### src/rsp_order_defs.svh
`ifndef RSP_ORDER_DEFS_SVH
`define RSP_ORDER_DEFS_SVH

// ==================================================
// Reorder buffer sizing
// ==================================================

// Number of reads that may be outstanding toward memory
`define RSP_ROB_ENTRIES 16
// Width of a reorder slot number
`define RSP_ROB_TAG_BITS 4

// ==================================================
// Write metadata heap sizing
// ==================================================

// Number of writes that may be outstanding toward memory
`define RSP_HEAP_ENTRIES 32
// Width of a heap index
`define RSP_HEAP_IDX_BITS 5

// ==================================================
// Field widths on the client and memory sides
// ==================================================

`define RSP_MDATA_BITS 12
`define RSP_ADDR_BITS 16
`define RSP_DATA_BITS 32

`endif
### src/order_tag_pkg.sv
`include "rsp_order_defs.svh"

package order_tag_pkg;

    // Slot number in the read reorder buffer
    // It replaces the client mdata on the memory read request
    typedef logic [`RSP_ROB_TAG_BITS-1:0] rob_tag_t;

    // Index into the write metadata heap
    // It replaces the client mdata on the memory write request
    typedef logic [`RSP_HEAP_IDX_BITS-1:0] heap_idx_t;

    // Client metadata, opaque to the shim
    // The shim stores it and returns it unchanged with the response
    typedef logic [`RSP_MDATA_BITS-1:0] mdata_t;

endpackage

### src/mem_chan_pkg.sv
`include "rsp_order_defs.svh"

package mem_chan_pkg;

    // Address and data words on the memory port
    typedef logic [`RSP_ADDR_BITS-1:0] mem_addr_t;
    typedef logic [`RSP_DATA_BITS-1:0] mem_data_t;

    // Kind of completion carried on the shared response channel
    typedef enum logic
    {
        RSP_KIND_RD = 1'b0,
        RSP_KIND_WR = 1'b1
    } rsp_kind_e;

    // Read view of the response header
    // The spare bit pads the tag up to the width of the heap index
    typedef struct packed
    {
        rsp_kind_e kind;
        logic spare;
        order_tag_pkg::rob_tag_t tag;
    } rsp_hdr_rd_t;

    // Write view of the response header
    typedef struct packed
    {
        rsp_kind_e kind;
        order_tag_pkg::heap_idx_t idx;
    } rsp_hdr_wr_t;

    // One 6-bit header word, decoded through the view that its top bit selects
    // The kind sits in the same place in both views
    typedef union packed
    {
        rsp_hdr_rd_t rd;
        rsp_hdr_wr_t wr;
    } rsp_hdr_u;

endpackage

### src/rsp_order_shim.sv
module rsp_order_shim
(
    input  logic clk,
    input  logic reset,

    // Client read and write requests
    input  logic rd_req_valid,
    output logic rd_req_ready,
    input  mem_chan_pkg::mem_addr_t rd_req_addr,
    input  order_tag_pkg::mdata_t rd_req_mdata,
    input  logic wr_req_valid,
    output logic wr_req_ready,
    input  mem_chan_pkg::mem_addr_t wr_req_addr,
    input  mem_chan_pkg::mem_data_t wr_req_data,
    input  order_tag_pkg::mdata_t wr_req_mdata,

    // Memory read and write requests
    output logic mem_rd_valid,
    input  logic mem_rd_ready,
    output mem_chan_pkg::mem_addr_t mem_rd_addr,
    output order_tag_pkg::rob_tag_t mem_rd_tag,
    output logic mem_wr_valid,
    input  logic mem_wr_ready,
    output mem_chan_pkg::mem_addr_t mem_wr_addr,
    output mem_chan_pkg::mem_data_t mem_wr_data,
    output order_tag_pkg::heap_idx_t mem_wr_idx,

    // Shared memory response channel, no back-pressure
    input  logic mem_rsp_valid,
    input  mem_chan_pkg::rsp_hdr_u mem_rsp_hdr,
    input  mem_chan_pkg::mem_data_t mem_rsp_data,

    // Client responses
    output logic rd_rsp_valid,
    input  logic rd_rsp_ready,
    output order_tag_pkg::mdata_t rd_rsp_mdata,
    output mem_chan_pkg::mem_data_t rd_rsp_data,
    output logic wr_rsp_valid,
    output order_tag_pkg::mdata_t wr_rsp_mdata
);

    import mem_chan_pkg::*;
    import order_tag_pkg::*;

    logic rob_full;
    logic heap_full;
    logic rob_alloc;
    logic heap_alloc;
    rob_tag_t rob_alloc_tag;
    heap_idx_t heap_alloc_idx;
    logic rd_fill_valid;
    logic wr_free_valid;

    // ==================================================
    // Response header decode
    // ==================================================

    // The kind bit picks which view of the header word is meaningful
    assign rd_fill_valid = mem_rsp_valid && (mem_rsp_hdr.rd.kind == RSP_KIND_RD);
    assign wr_free_valid = mem_rsp_valid && (mem_rsp_hdr.wr.kind == RSP_KIND_WR);

    rsp_order_ctrl ctrl0
    (
        .clk(clk),
        .reset(reset),
        .rd_req_valid(rd_req_valid),
        .rd_req_ready(rd_req_ready),
        .rd_req_addr(rd_req_addr),
        .wr_req_valid(wr_req_valid),
        .wr_req_ready(wr_req_ready),
        .wr_req_addr(wr_req_addr),
        .wr_req_data(wr_req_data),
        .mem_rd_valid(mem_rd_valid),
        .mem_rd_ready(mem_rd_ready),
        .mem_rd_addr(mem_rd_addr),
        .mem_rd_tag(mem_rd_tag),
        .mem_wr_valid(mem_wr_valid),
        .mem_wr_ready(mem_wr_ready),
        .mem_wr_addr(mem_wr_addr),
        .mem_wr_data(mem_wr_data),
        .mem_wr_idx(mem_wr_idx),
        .rob_full(rob_full),
        .heap_full(heap_full),
        .rob_alloc_tag(rob_alloc_tag),
        .heap_alloc_idx(heap_alloc_idx),
        .rob_alloc(rob_alloc),
        .heap_alloc(heap_alloc)
    );

    // Reads come back sorted, with the client mdata restored from the slot
    rd_reorder_buf rob0
    (
        .clk(clk),
        .reset(reset),
        .alloc(rob_alloc),
        .alloc_mdata(rd_req_mdata),
        .alloc_tag(rob_alloc_tag),
        .full(rob_full),
        .fill_valid(rd_fill_valid),
        .fill_tag(mem_rsp_hdr.rd.tag),
        .fill_data(mem_rsp_data),
        .rsp_valid(rd_rsp_valid),
        .rsp_ready(rd_rsp_ready),
        .rsp_mdata(rd_rsp_mdata),
        .rsp_data(rd_rsp_data)
    );

    // Writes complete in memory order, each with its own saved mdata
    wr_mdata_heap heap0
    (
        .clk(clk),
        .reset(reset),
        .alloc(heap_alloc),
        .alloc_mdata(wr_req_mdata),
        .alloc_idx(heap_alloc_idx),
        .full(heap_full),
        .free_valid(wr_free_valid),
        .free_idx(mem_rsp_hdr.wr.idx),
        .rsp_valid(wr_rsp_valid),
        .rsp_mdata(wr_rsp_mdata)
    );

endmodule

### src/wr_mdata_heap.sv
`include "rsp_order_defs.svh"

module wr_mdata_heap
(
    input  logic clk,
    input  logic reset,

    // Allocation for a write request
    input  logic alloc,
    input  order_tag_pkg::mdata_t alloc_mdata,
    output order_tag_pkg::heap_idx_t alloc_idx,
    output logic full,

    // Write completion from memory
    input  logic free_valid,
    input  order_tag_pkg::heap_idx_t free_idx,

    // Write response toward the client, one cycle after the completion
    output logic rsp_valid,
    output order_tag_pkg::mdata_t rsp_mdata
);

    import order_tag_pkg::*;

    // Count of free indices, wide enough to hold all of them
    typedef logic [`RSP_HEAP_IDX_BITS:0] heap_cnt_t;

    heap_idx_t free_list [`RSP_HEAP_ENTRIES];
    heap_idx_t pop_ptr;
    heap_idx_t push_ptr;
    heap_cnt_t free_cnt;
    mdata_t mdata_ram [`RSP_HEAP_ENTRIES];

    // The next free index is always at the front of the list
    assign alloc_idx = free_list[pop_ptr];

    // One index stays in reserve for the registered full flag in the controller
    assign full = (free_cnt <= heap_cnt_t'(1));

    // ==================================================
    // Free list
    // ==================================================

    // After reset the list holds every index, so push and pop pointers meet
    always_ff @(posedge clk)
    begin
        if (reset)
        begin
            for (int i = 0; i < `RSP_HEAP_ENTRIES; i++)
                free_list[i] <= heap_idx_t'(i);
            pop_ptr <= '0;
            push_ptr <= '0;
            free_cnt <= heap_cnt_t'(`RSP_HEAP_ENTRIES);
            rsp_valid <= 1'b0;
        end
        else
        begin
            if (alloc)
                pop_ptr <= pop_ptr + 1'b1;
            if (free_valid)
            begin
                free_list[push_ptr] <= free_idx;
                push_ptr <= push_ptr + 1'b1;
            end
            case ({alloc, free_valid})
                2'b10: free_cnt <= free_cnt - 1'b1;
                2'b01: free_cnt <= free_cnt + 1'b1;
                default: free_cnt <= free_cnt;
            endcase
            rsp_valid <= free_valid;
        end
    end

    // Saved mdata, read back registered when its index is freed
    always_ff @(posedge clk)
    begin
        if (alloc)
            mdata_ram[alloc_idx] <= alloc_mdata;
        if (free_valid)
            rsp_mdata <= mdata_ram[free_idx];
    end

endmodule

### src/rd_reorder_buf.sv
`include "rsp_order_defs.svh"

module rd_reorder_buf
(
    input  logic clk,
    input  logic reset,

    // Allocation in request order
    input  logic alloc,
    input  order_tag_pkg::mdata_t alloc_mdata,
    output order_tag_pkg::rob_tag_t alloc_tag,
    output logic full,

    // Data return from memory, in any order
    input  logic fill_valid,
    input  order_tag_pkg::rob_tag_t fill_tag,
    input  mem_chan_pkg::mem_data_t fill_data,

    // Sorted response toward the client
    output logic rsp_valid,
    input  logic rsp_ready,
    output order_tag_pkg::mdata_t rsp_mdata,
    output mem_chan_pkg::mem_data_t rsp_data
);

    import order_tag_pkg::*;
    import mem_chan_pkg::*;

    // Pointers carry one extra bit so that a full ring differs from an empty one
    typedef logic [`RSP_ROB_TAG_BITS:0] rob_ptr_t;

    // Full is raised with one slot still free, for the lag in the controller
    localparam rob_ptr_t FULL_LEVEL = rob_ptr_t'(`RSP_ROB_ENTRIES - 1);

    rob_ptr_t tail_ptr;
    rob_ptr_t head_ptr;
    rob_ptr_t used;
    rob_tag_t head_slot;
    logic release_head;
    logic [`RSP_ROB_ENTRIES-1:0] arrived;

    mdata_t mdata_ram [`RSP_ROB_ENTRIES];
    mem_data_t data_ram [`RSP_ROB_ENTRIES];

    assign alloc_tag = tail_ptr[`RSP_ROB_TAG_BITS-1:0];
    assign head_slot = head_ptr[`RSP_ROB_TAG_BITS-1:0];
    assign used = tail_ptr - head_ptr;
    assign full = (used >= FULL_LEVEL);

    // ==================================================
    // Slot control
    // ==================================================

    // Slots that were never allocated keep a clear arrived bit, so the head
    // bit alone tells whether the oldest read has its data
    assign rsp_valid = arrived[head_slot];
    assign release_head = rsp_valid && rsp_ready;

    always_ff @(posedge clk)
    begin
        if (reset)
        begin
            tail_ptr <= '0;
            head_ptr <= '0;
            arrived <= '0;
        end
        else
        begin
            if (alloc)
                tail_ptr <= tail_ptr + 1'b1;
            if (release_head)
                head_ptr <= head_ptr + 1'b1;
            // A fill never targets the head while it is being released,
            // since the head already holds its data
            if (fill_valid)
                arrived[fill_tag] <= 1'b1;
            if (release_head)
                arrived[head_slot] <= 1'b0;
        end
    end

    // ==================================================
    // Payload storage
    // ==================================================

    always_ff @(posedge clk)
    begin
        if (alloc)
            mdata_ram[alloc_tag] <= alloc_mdata;
        if (fill_valid)
            data_ram[fill_tag] <= fill_data;
    end

    // The head is read straight from the arrays and held while the client stalls
    assign rsp_mdata = mdata_ram[head_slot];
    assign rsp_data = data_ram[head_slot];

endmodule

### src/rsp_order_ctrl.sv
module rsp_order_ctrl
(
    input  logic clk,
    input  logic reset,

    // Client requests
    input  logic rd_req_valid,
    output logic rd_req_ready,
    input  mem_chan_pkg::mem_addr_t rd_req_addr,
    input  logic wr_req_valid,
    output logic wr_req_ready,
    input  mem_chan_pkg::mem_addr_t wr_req_addr,
    input  mem_chan_pkg::mem_data_t wr_req_data,

    // Memory requests
    output logic mem_rd_valid,
    input  logic mem_rd_ready,
    output mem_chan_pkg::mem_addr_t mem_rd_addr,
    output order_tag_pkg::rob_tag_t mem_rd_tag,
    output logic mem_wr_valid,
    input  logic mem_wr_ready,
    output mem_chan_pkg::mem_addr_t mem_wr_addr,
    output mem_chan_pkg::mem_data_t mem_wr_data,
    output order_tag_pkg::heap_idx_t mem_wr_idx,

    // Reorder buffer and heap allocation
    input  logic rob_full,
    input  logic heap_full,
    input  order_tag_pkg::rob_tag_t rob_alloc_tag,
    input  order_tag_pkg::heap_idx_t heap_alloc_idx,
    output logic rob_alloc,
    output logic heap_alloc
);

    logic rob_full_q;
    logic heap_full_q;
    logic chan_open;

    // Full flags are registered to keep the path from the buffer counters off
    // the request handshake. Each structure keeps one reserve slot, which
    // absorbs the single allocation that can slip through during the lag
    always_ff @(posedge clk)
    begin
        if (reset)
        begin
            rob_full_q <= 1'b0;
            heap_full_q <= 1'b0;
        end
        else
        begin
            rob_full_q <= rob_full;
            heap_full_q <= heap_full;
        end
    end

    // ==================================================
    // Channel synchronization
    // ==================================================

    // Both channels open and close together so that loads and stores keep
    // their relative order. Either memory port or either structure stalls both
    assign chan_open = mem_rd_ready && mem_wr_ready && !rob_full_q && !heap_full_q;

    assign rd_req_ready = chan_open;
    assign wr_req_ready = chan_open;

    // A request only reaches memory on a cycle the shim can also allocate,
    // so a memory handshake and an allocation are always the same event
    assign mem_rd_valid = rd_req_valid && chan_open;
    assign mem_wr_valid = wr_req_valid && chan_open;

    assign rob_alloc = mem_rd_valid;
    assign heap_alloc = mem_wr_valid;

    // ==================================================
    // Request rewriting
    // ==================================================

    // The client mdata is replaced by the slot or index allocated this cycle
    assign mem_rd_addr = rd_req_addr;
    assign mem_rd_tag = rob_alloc_tag;
    assign mem_wr_addr = wr_req_addr;
    assign mem_wr_data = wr_req_data;
    assign mem_wr_idx = heap_alloc_idx;

endmodule

### config.mk
export PLATFORM = sky130hd
export DESIGN_NAME = rsp_order_shim
export DESIGN_NICKNAME = d
export VERILOG_FILES = /design/src/order_tag_pkg.sv /design/src/mem_chan_pkg.sv /design/src/rsp_order_shim.sv /design/src/wr_mdata_heap.sv /design/src/rd_reorder_buf.sv /design/src/rsp_order_ctrl.sv
export VERILOG_INCLUDE_DIRS = /design/src
export SDC_FILE = /design/constraint.sdc
export NUM_CORES = 1
export LEC_CHECK = 0
export ABC_CLOCK_PERIOD_IN_PS = 9700
export BUFFER_PORTS_ARGS = -buffer_cell sky130_fd_sc_hd__buf_4
export CELL_PAD_IN_SITES_DETAIL_PLACEMENT = 0
export CELL_PAD_IN_SITES_GLOBAL_PLACEMENT = 1
export CORE_ASPECT_RATIO = 0.6
export CORE_MARGIN = 3
export CORE_UTILIZATION = 55
export DETAILED_ROUTE_END_ITERATION = 10
export GPL_ROUTABILITY_DRIVEN = 0
export PLACE_DENSITY = 0.78
export RECOVER_POWER = 100
export SKIP_LAST_GASP = 1
export SLEW_MARGIN = 0
export SYNTH_ARGS = -nofsm -noshare
export SYNTH_HDL_FRONTEND = slang
export SYNTH_SLANG_ARGS = --single-unit
### constraint.sdc
create_clock -name clk -period 9.7 [get_ports clk]
set_input_delay 2.425 -clock clk [delete_from_list [all_inputs] [get_ports clk]]
set_output_delay 2.425 -clock clk [all_outputs]
set_load 0.005 [all_outputs]
# [After elaboration in Yosys (flattened, before gate mapping)]
# Memories as Yosys holds them, arrays and structs flattened. A register that Yosys moved wholly into a read port is not among the register bits.
# Index checks and enable logic that the tools add are counted.
[totals] out_inout_bits=135 input_bits=134 reg_bits=45 memories=4 wordCells=76 ramBits=1248
[mem_list] name="rob0.data_ram" depth=16 word_bits=32 read_ports=1 rd_clocked_by_memory_dff=1 write_ports=1 line_no="rd_reorder_buf.sv:43" text="mem_data_t data_ram [`RSP_ROB_ENTRIES];"
[mem_list] name="heap0.mdata_ram" depth=32 word_bits=12 read_ports=1 rd_clocked_by_memory_dff=1 write_ports=1 line_no="wr_mdata_heap.sv:32" text="mdata_t mdata_ram [`RSP_HEAP_ENTRIES];"
[mem_list] name="rob0.mdata_ram" depth=16 word_bits=12 read_ports=1 rd_clocked_by_memory_dff=1 write_ports=1 line_no="rd_reorder_buf.sv:42" text="mdata_t mdata_ram [`RSP_ROB_ENTRIES];"
[mem_list] name="heap0.free_list" depth=32 word_bits=5 read_ports=1 rd_clocked_by_memory_dff=1 write_ports=32 line_no="wr_mdata_heap.sv:28" text="heap_idx_t free_list [`RSP_HEAP_ENTRIES];"
[classes] addsub=7 magnitude_cmp=6 eq_ne=2 reduce_logical=14 mux=30 bitwise_logic=4
[op_table] cell="two-way mux 16 bit" count=3
[op_table] cell="adder 5 x 1 -> 5 bit (second input constant)" count=4
[op_table] cell="two-way mux 5 bit" count=4
[op_table] cell="bitwise AND 16 bit" count=1
[op_table] cell="two-way mux 4 bit" count=4
[op_table] cell="NOT 16 bit" count=1
[op_table] cell="OR 16 bit" count=1
[op_table] cell="two-way mux 1 bit" count=15
[op_table] cell="one-hot mux 6 bit (2 select lines)" count=1
[op_table] cell="logical AND 1 bit" count=10
[op_table] cell="< comparator 4 x 5 -> 1 bit (second input constant)" count=2
[op_table] cell="demux 1 bit (select 4 bit)" count=2
[op_table] cell="greater-or-equal comparator 4 x 1 -> 1 bit (second input constant)" count=2
[op_table] cell="adder 6 x 1 -> 6 bit (second input constant)" count=1
[op_table] cell="<= comparator 6 x 1 -> 1 bit (second input constant)" count=1
[op_table] cell="subtractor 6 x 1 -> 6 bit (second input constant)" count=1
[op_table] cell="greater-or-equal comparator 5 x 4 -> 1 bit (second input constant)" count=1
[op_table] cell="OR reduction 5 bit" count=1
[op_table] cell="subtractor 5 bit" count=1
[op_table] cell="binary-select mux 1 bit (select 4 bit)" count=1
[op_table] cell="equality test 2 x 1 -> 1 bit (second input constant)" count=1
[op_table] cell="equality test 2 bit (second input constant)" count=1
[op_table] cell="logical NOT 1 bit" count=2
[op_table] cell="nonzero test 2 bit" count=1
[op_table] cell="NOT 1 bit" count=1

# [Depth between registers and ports, before layout]
# Gate-level depths: netlist of the first run.
[depth] depth_word=9 depth_mapped=10 depth_no_buf=9

# [Cells and area by module]
# From an unflattened synthesis of the first run, not the netlist that was laid out.
[unflattened] cells_unflattened=2544 hier_area_um2=52709.3
[modules_own_cells] module="rd_reorder_buf" seq_area_each_um2=21740.9 area_each_um2=28147.0 cells_per_inst=1171 n_inst=1
[modules_own_cells] module="wr_mdata_heap" seq_area_each_um2=17136.4 area_each_um2=23897.9 cells_per_inst=1288 n_inst=1
[modules_own_cells] module="rsp_order_ctrl" seq_area_each_um2=40.0 area_each_um2=648.1 cells_per_inst=83 n_inst=1
[modules_own_cells] module="rsp_order_shim" seq_area_each_um2=0.0 area_each_um2=16.3 cells_per_inst=2 n_inst=1

# [Worst setup path before layout of the first run]
# OpenSTA, ideal clock, no wires.
[synth_timing] kind="input to register" from="input mem_rsp_hdr[0] (netlist name)" to="memory rob0.data_ram[3][0] (netlist name), enable pin" required_ns=9.237 path_stages=5 path_buffers=3 setup_time_ns=0.463 setup_slack_ns=3.487 t_arrival_ns=5.749 path_cell_list="clkbuf_1 buf_1 clkbuf_1 nand3_1 nor3_1"
[synth_lines] element="from (decl)" line_no="rsp_order_shim.sv:30" text="input mem_chan_pkg::rsp_hdr_u mem_rsp_hdr,"
[synth_lines] element="to (decl)" line_no="rd_reorder_buf.sv:43"
# Straight into the memory's write port.

# [Worst setup path after layout of the first run]
[layout_timing] from="input mem_rsp_hdr[1] (netlist name)" to="memory rob0.data_ram[6][13] (netlist name), enable pin"
# Straight into the memory's write port.

==> results of run 1 <==
==> stage by stage <==
stage / util (%) / setup slack, ps / instances / hold WS (ps)
2_1_floorplan: - / 3487 / 2514 / 416.8
3_3_place_gp: 58.45 / 3730 / 3726 / 440.9
3_5_place_dp: 58.45 / 3746 / 3726 / 442.0
4_1_cts: 62.46 / 3339 / 3935 / 461.3
5_1_grt: 61.80 / 1829 / 3938 / 480.5
6_report: 61.80 / 2092 / 3939 / 455.7
==> power by group through the flow <==
stage / registers, W / clock network (W) / logic, W
finish: 0.00630 / 0.00454 / 0.000357
detailed placement: 0.00642 / 0 / 0.000376
CTS: 0.00629 / 0.00462 / 0.000377
global route: 0.00630 / 0.00483 / 0.000388
global placement: 0.00641 / 0 / 0.000359
floorplan: 0.00641 / 0 / 0.000223
==> metal layers <==
layer	vias to the layer above	GRT usage, %	routed length (um)	part of all wire (%)
li1	10383	-	-	-
met1	13063	35.43	49060	43
met2	1049	34.69	52360	46
met3	158	5.546	9557	8.4
met4	4	5.619	2310	2.0
met5	-	0	27	0.024
==> worst max-delay path, delay by kind of cell <==
family | cells | cell delay (ps)
buffers and inverters | 3 | 3920
and+or+nand+nor | 2 | 1440
==> how the worst min path moves through the flow <==
| stage | cells after the start | to |
|---|---|---|
| floorplan | 1 | ctrl0.heap_full_q$_SDFF_PP0_ |
| global placement | 1 | ctrl0.heap_full_q$_SDFF_PP0_ |
| detailed placement | 1 | ctrl0.heap_full_q$_SDFF_PP0_ |
| CTS | 1 | ctrl0.heap_full_q$_SDFF_PP0_ |
| global route | 1 | ctrl0.heap_full_q$_SDFF_PP0_ |
| finish | 1 | ctrl0.heap_full_q$_SDFF_PP0_ |
==> logic make-up (layout without fill, tap and decap cells) <==
group	Yosys count	after routing	synth area share (%)
AOI/OAI and AO/OA	58	58	0.7280
xor gates and xnor gates	22	22	0.3688
adders and majority gates	22	22	0.5412
buffers and inverters	235	424	2.273
DFF	1314	1314	74.49
muxes	428	428	17.07
other	0	4	0
and+or+nand+nor	435	435	4.528
==> cell usage in the layout, fill, tap and decap left out, types with 5 or more instances in the layout <==
master,synthesis,final
nand4_1,10,12
a211oi_1,16,16
buf_4,71,33
a21oi_1,18,18
nand3b_1,6,6
clkinvlp_4,0,7
ha_1,21,21
clkinv_1,1,12
o21ai_0,5,5
or2_2,36,18
nor2_4,0,6
or2_0,0,19
xnor2_1,9,9
mux2i_1,43,43
a22oi_1,14,14
clkbuf_8,0,5
dfxtp_1,54,51
xor2_1,13,13
nor2_1,122,124
clkbuf_16,0,118
nand3_1,11,11
mux2_2,16,13
inv_1,13,13
and2_0,0,60
clkbuf_1,115,150
and2_1,82,22
nand2_1,34,34
clkbuf_4,0,40
edfxtp_1,1260,1260
clkinv_2,0,24
mux4_2,369,369
nand2b_1,15,15
nor3_1,11,10
bufinv_16,0,9
or3_1,78,78
==> flip-flops by register name, indices dropped and copies added, names as in the netlist, 6 cells and up, named ones only <==
register / cells
rob0.mdata_ram: 192
heap0.rsp_mdata: 12
heap0.free_cnt: 6
rob0.data_ram: 512
heap0.free_list: 160
rob0.arrived: 16
heap0.mdata_ram: 384
==> layout make-up <==
class	instances	area, sq um
Sequential cell	1314	38930
Fill cell	6398	35510
Multi-Input combinational cell	965	12150
Clock buffer	147	3112
Tap cell	1232	1541
Timing Repair Buffer	201	1052
Clock inverter	62	610.6
Inverter	14	52.55
Antenna cell	4	10.01
==> flow_summary.yaml, run 1 <==
flow_run:
  maxCapViolCount: 29
route:
  drcViolationCount: 0
  viasPerCell: 6.260
  wl_mm: 113.3
  firstDrtPassIters: 5
  dr_total_vias: 24657
  drtIter0Drc: 2585
  drtAntennaViolNets: 0
  wl_per_cell_um: 28.77
synthesis:
  synth_area_leaders: "edfxtp_1 (72%), mux4_2 (16%), dfxtp_1 (2.1%), buf_4 (1.0%), and2_1 (0.98%)"
  ys_ff_latch: 1314
  synth.distinct_cells: 50
  synthesis.nets: 2670
  synth-async-reset-ratio_pct: 0
  synth_warnings: 0
  synth_top_area_share_pct: 72.42
  synth_top_flop_cell: "edfxtp_1"
  yosys-top-cells-count: "edfxtp_1 (1260), mux4_2 (369), nor2_1 (122)"
  synth_edf_count: 1260
  synth_top_area_cell: "edfxtp_1"
  netlist_area_sq_um: 52250
  avgSynthCellArea_sq_um: 20.78
  yosysMostFrequentCell: "edfxtp_1"
  seq_area_frac_synth_pct: 74.49
  synth_cells: 2514
floorplan:
  pin_count: 269
  die_h_um: 244.7
  die_w_um: 403.9
  core_sq_um: 92970
  initial_utilization_pct: 56.20
  rows: 86
  die_area_sq_um: 98850
cts:
  post-cts-setup-buffer-count: 0
  root_buffer: "clkbuf_16"
  clk_path_buf_depth: 3
  clock_latency_ps: 710
  hold_buffers: 0
  path_clk_slew_ps: 60
  cts_tree: "yes"
  cts_sinks: 1314
  h-tree-depth: 3
  cts_buffers: 114
  post_cts_resized: 0
worst_setup_path:
  startpoint: "mem_rsp_hdr[1]"
  max_stage_delay_ps: 1830
  arrival_ps: 7880
  cp-start-kind: "primary input"
  cp-endpoint: "rob0.data_ram[6][13]$_DFFE_PP_"
  end_kind: "register"
  reg2reg_slack_ps: 3750
  reg2reg_depth: 7
  worstSetupPathType: "in -> reg"
  critPathMaxFanout: 49
  crit_top_cell: "clkbuf_1"
  crit_path_cell_trace: "buf_4 -> clkbuf_1 -> nand2_1 -> nor2_1 -> clkbuf_1"
  critPathRequiredTime_ps: 9970
  rr_endpoint: "heap0.mdata_ram[16][3]$_DFFE_PP_"
  crit_slowest_cell: "clkbuf_1"
finish:
  drive_above_1_share_pct: 24.42
  postLayoutCellArea_sq_um: 57460
  fin_nets: 2766
  syn_to_final_growth_pct: 9.972
power_and_ir_drop:
  leakagePower_nw: 17.20
  p_sw_w: 0.002273
  seqPwrFrac_pct: 56.3
  peakVddDrop_mv: 0.1514
  intPower_w: 0.008919
  power.total_w: 0.01119
  powerDensity_nw_per_um2: 194.8
  p_comb_share_pct: 3.2
  pwr-share-clk_pct: 40.5
  swShare_pct: 20.31
global_route:
  grt-ovfl-total: 0
  grt_pass1_wl_mm: 168.3
  grt_pass1_vias: 25155
  antenna_found_initial: 6
  grt.total_usage_pct: 23.29
  grt_max_degree: 116
placed_design:
  dp_hpwl_mm: 63.47
  placed_area_sq_um: 54340
  portBuffers: 140
sta:
  final.min_clock_period_ps: 7608
  finalSetupViolations: 0
  drv_slew: 713
  tightestPinTransition_ps: 4060
  rsz0062_at_grt: "no"
  max-slew-margin-rel_pct: -170.7
  fmax_mhz: 131.4
  setup_tns_ps: 0
  clock-skew-final_ps: 37.03
  hold_viol: 0
  min_period_over_period_pct: 78.44
hold_path:
  hold_path_class: "reg -> reg"
  hold_path_startpoint: "heap0.free_cnt[5]$_SDFFE_PP1P_"
status:
  status: "finished, violations left"
  violations: "max-capacitance violations, max-slew violations"
(Power assumes the default switching activity.)
==> inputs of run 2 (changes only) <==
--- a/config.mk
+++ b/config.mk
@@ -6,16 +6,16 @@
 export SDC_FILE = /design/constraint.sdc
 export NUM_CORES = 1
 export LEC_CHECK = 0
-export ABC_CLOCK_PERIOD_IN_PS = 9700
+export ABC_CLOCK_PERIOD_IN_PS = 7400
 export BUFFER_PORTS_ARGS = -buffer_cell sky130_fd_sc_hd__buf_4
 export CELL_PAD_IN_SITES_DETAIL_PLACEMENT = 0
 export CELL_PAD_IN_SITES_GLOBAL_PLACEMENT = 1
 export CORE_ASPECT_RATIO = 0.6
 export CORE_MARGIN = 3
-export CORE_UTILIZATION = 55
+export CORE_UTILIZATION = 54
 export DETAILED_ROUTE_END_ITERATION = 10
 export GPL_ROUTABILITY_DRIVEN = 0
-export PLACE_DENSITY = 0.78
+export PLACE_DENSITY = 0.77
 export RECOVER_POWER = 100
 export SKIP_LAST_GASP = 1
 export SLEW_MARGIN = 0
==> constraint.sdc (replaced) <==
create_clock -name clk -period 7.4 [get_ports clk]
set_input_delay 1.85 -clock clk [delete_from_list [all_inputs] [get_ports clk]]
set_output_delay 1.85 -clock clk [all_outputs]
set_load 0.005 [all_outputs]
==> run 2 against run 1 <==
  * The flow still finishes with violations (max-capacitance violations, max-slew violations)
  * Combinational power rose by 36%
  * Sequential share of layout area rose by 0.12 points
  * Flip-flop and latch count did not move
  * Cell area fell by 0.16%
  * Register-to-register slack got worse by 1600 ps
  * Setup slack got worse by 700 ps
  * Worst hold slack got worse by 4.4 ps
  * Clock skew fell by 11 ps
==> flow_summary.yaml, run 2 (synthesized netlist as in run 1, its figures left out) <==
status:
  status: "finished, violations left"
  violations: "max-capacitance violations, max-slew violations"
finish:
  mostFrequentLayoutCells: "edfxtp_1 (1260), mux4_2 (369), clkbuf_1 (140), nor2_1 (129), clkbuf_16 (114)"
  final_common_cell: "edfxtp_1"
  largest_reg_flops: 512
  syn_to_final_growth_pct: 9.792
  drive_above_1_share_pct: 23.59
  fin_nets: 2745
  instances_no_fill: 3975
  reg.largest.list: "rob0.data_ram x512, heap0.mdata_ram x384, rob0.mdata_ram x192"
  top_register: "rob0.data_ram"
  final_core_util_pct: 60.43
sta:
  rsz0062_at_grt: "no"
  drv_slew: 1100
  tightestPinTransition_ps: 3720
  setup_tns_ps: 0
  hold_ws_ps: 451.2
  fmax_mhz: 166.5
  min_period_over_period_pct: 81.17
  clock-skew-final_ps: 26.25
  setup_slack_ps: 1393
  hold_viol: 0
  final.min_clock_period_ps: 6007
  max-slew-margin-rel_pct: -148.9
  finalSetupViolations: 0
cts:
  cts_tree: "yes"
  path_clk_slew_ps: 70
  root_buffer: "clkbuf_16"
  post-cts-setup-buffer-count: 0
  cts_buffers: 112
  clock_latency_ps: 710
  post_cts_resized: 0
  clk_path_buf_depth: 3
  h-tree-depth: 3
  hold_buffers: 0
  cts_sinks: 1314
floorplan:
  core_sq_um: 94920
  rows: 87
  die_h_um: 246.9
  pin_count: 269
  die_w_um: 407.6
  die_area_sq_um: 100600
  initial_utilization_pct: 55.04
route:
  viasPerCell: 6.213
  firstDrtPassIters: 5
  drtIter0Drc: 2844
  wl_per_cell_um: 28.98
  wl_mm: 115.2
  drcViolationCount: 0
  dr_total_vias: 24698
  drtAntennaViolNets: 0
placed_design:
  dp.cells: 3765
  pre_cts_ws_ps: 2216
  portBuffers: 140
  dp_hpwl_mm: 66.01
global_route:
  antenna_found_initial: 6
  grt-ovfl-total: 0
  grt_max_degree: 129
  grt_pass1_vias: 24738
  grt_pass1_wl_mm: 169.1
  grt.total_usage_pct: 23.14
worst_setup_path:
  end_kind: "primary output"
  crit_top_cell: "mux4_2"
  max_stage_delay_ps: 970
  cp-start-kind: "register"
  crit_slowest_cell: "dfxtp_4"
  crit_path_cell_trace: "clkbuf_1 -> mux4_2 -> mux4_2 -> mux2_1 -> clkbuf_4"
  critPathRequiredTime_ps: 5550
  critPathMaxFanout: 51
  worstSetupPathType: "reg -> out"
  arrival_ps: 4160
power_and_ir_drop:
  powerDensity_nw_per_um2: 254.6
  peakVddDrop_mv: 0.2055
  leakagePower_nw: 17.12
flow_run:
  maxCapViolCount: 39
hold_path:
  hold_path_class: "reg -> reg"
-- run 2: changes by cell type in the layout (fill, tap and decap cells not counted), moves of 4 or more --
cell        change
clkbuf_1       -10
nor2_4          -5
buf_4          -10
clkbuf_8        +6
clkinv_1       +13
clkbuf_16       -4
clkinv_2        -9
clkinvlp_4      -5
nor2_1          +5
inv_4           -4
-- run 2: power by group --
group          internal [W]  total (W)  switching (W)
Combinational      0.000171   0.000487       0.000315
Sequential          0.00822    0.00826      0.0000335
Clock               0.00326    0.00586        0.00261
Total                0.0117     0.0146        0.00296
-- run 2: layer usage --
layer | routed length, um | global-route usage [%] | up-vias
li1 | - | - | 10340
met1 | 51000 | 35.89 | 13144
met2 | 52160 | 33.75 | 1043
met3 | 9709 | 5.473 | 169
met4 | 2322 | 5.396 | 2
met5 | 20 | 0 | -
-- run 2: critical path: cells and delay by family (launching register included) --
kind	cells	cell delay, ps
mux	3	1590
flops	1	970
buf+inv	2	860
-- run 2: final cells by class --
| type | instances | area, sq um |
|---|---|---|
| clock buffers | 153 | 3109 |
| fillers | 6732 | 37560 |
| diodes | 2 | 5.005 |
| flip-flops and latches | 1314 | 38930 |
| repair buffers | 182 | 997.2 |
| inverters | 14 | 52.55 |
| multi-input cells | 965 | 12110 |
| well taps | 1290 | 1614 |
| clock inverters | 55 | 544.3 |
-- run 2: stage by stage --
step / power, W / area (sq um)
4_1_cts: 0.01474 / 57970
2_1_floorplan: 0.008694 / 52250
3_5_place_dp: 0.008926 / 54320
3_3_place_gp: 0.008900 / 54320
5_1_grt: 0.01505 / 57360
6_report: 0.01461 / 57360
-- run 2: final timing paths --
path	from	endpoint	depth (start not counted)	slack (ps)
worst max-delay path	register	mem_wr_idx[4]	5	1390
worst min-delay path	heap0.free_cnt[5]$_SDFFE_PP1P_	ctrl0.heap_full_q$_SDFF_PP0_	1	450
worst min register to register	heap0.free_cnt[5]$_SDFFE_PP1P_	ctrl0.heap_full_q$_SDFF_PP0_	1	450
worst max register to register	register	heap0.mdata_ram[5][5]$_DFFE_PP_	6	2150
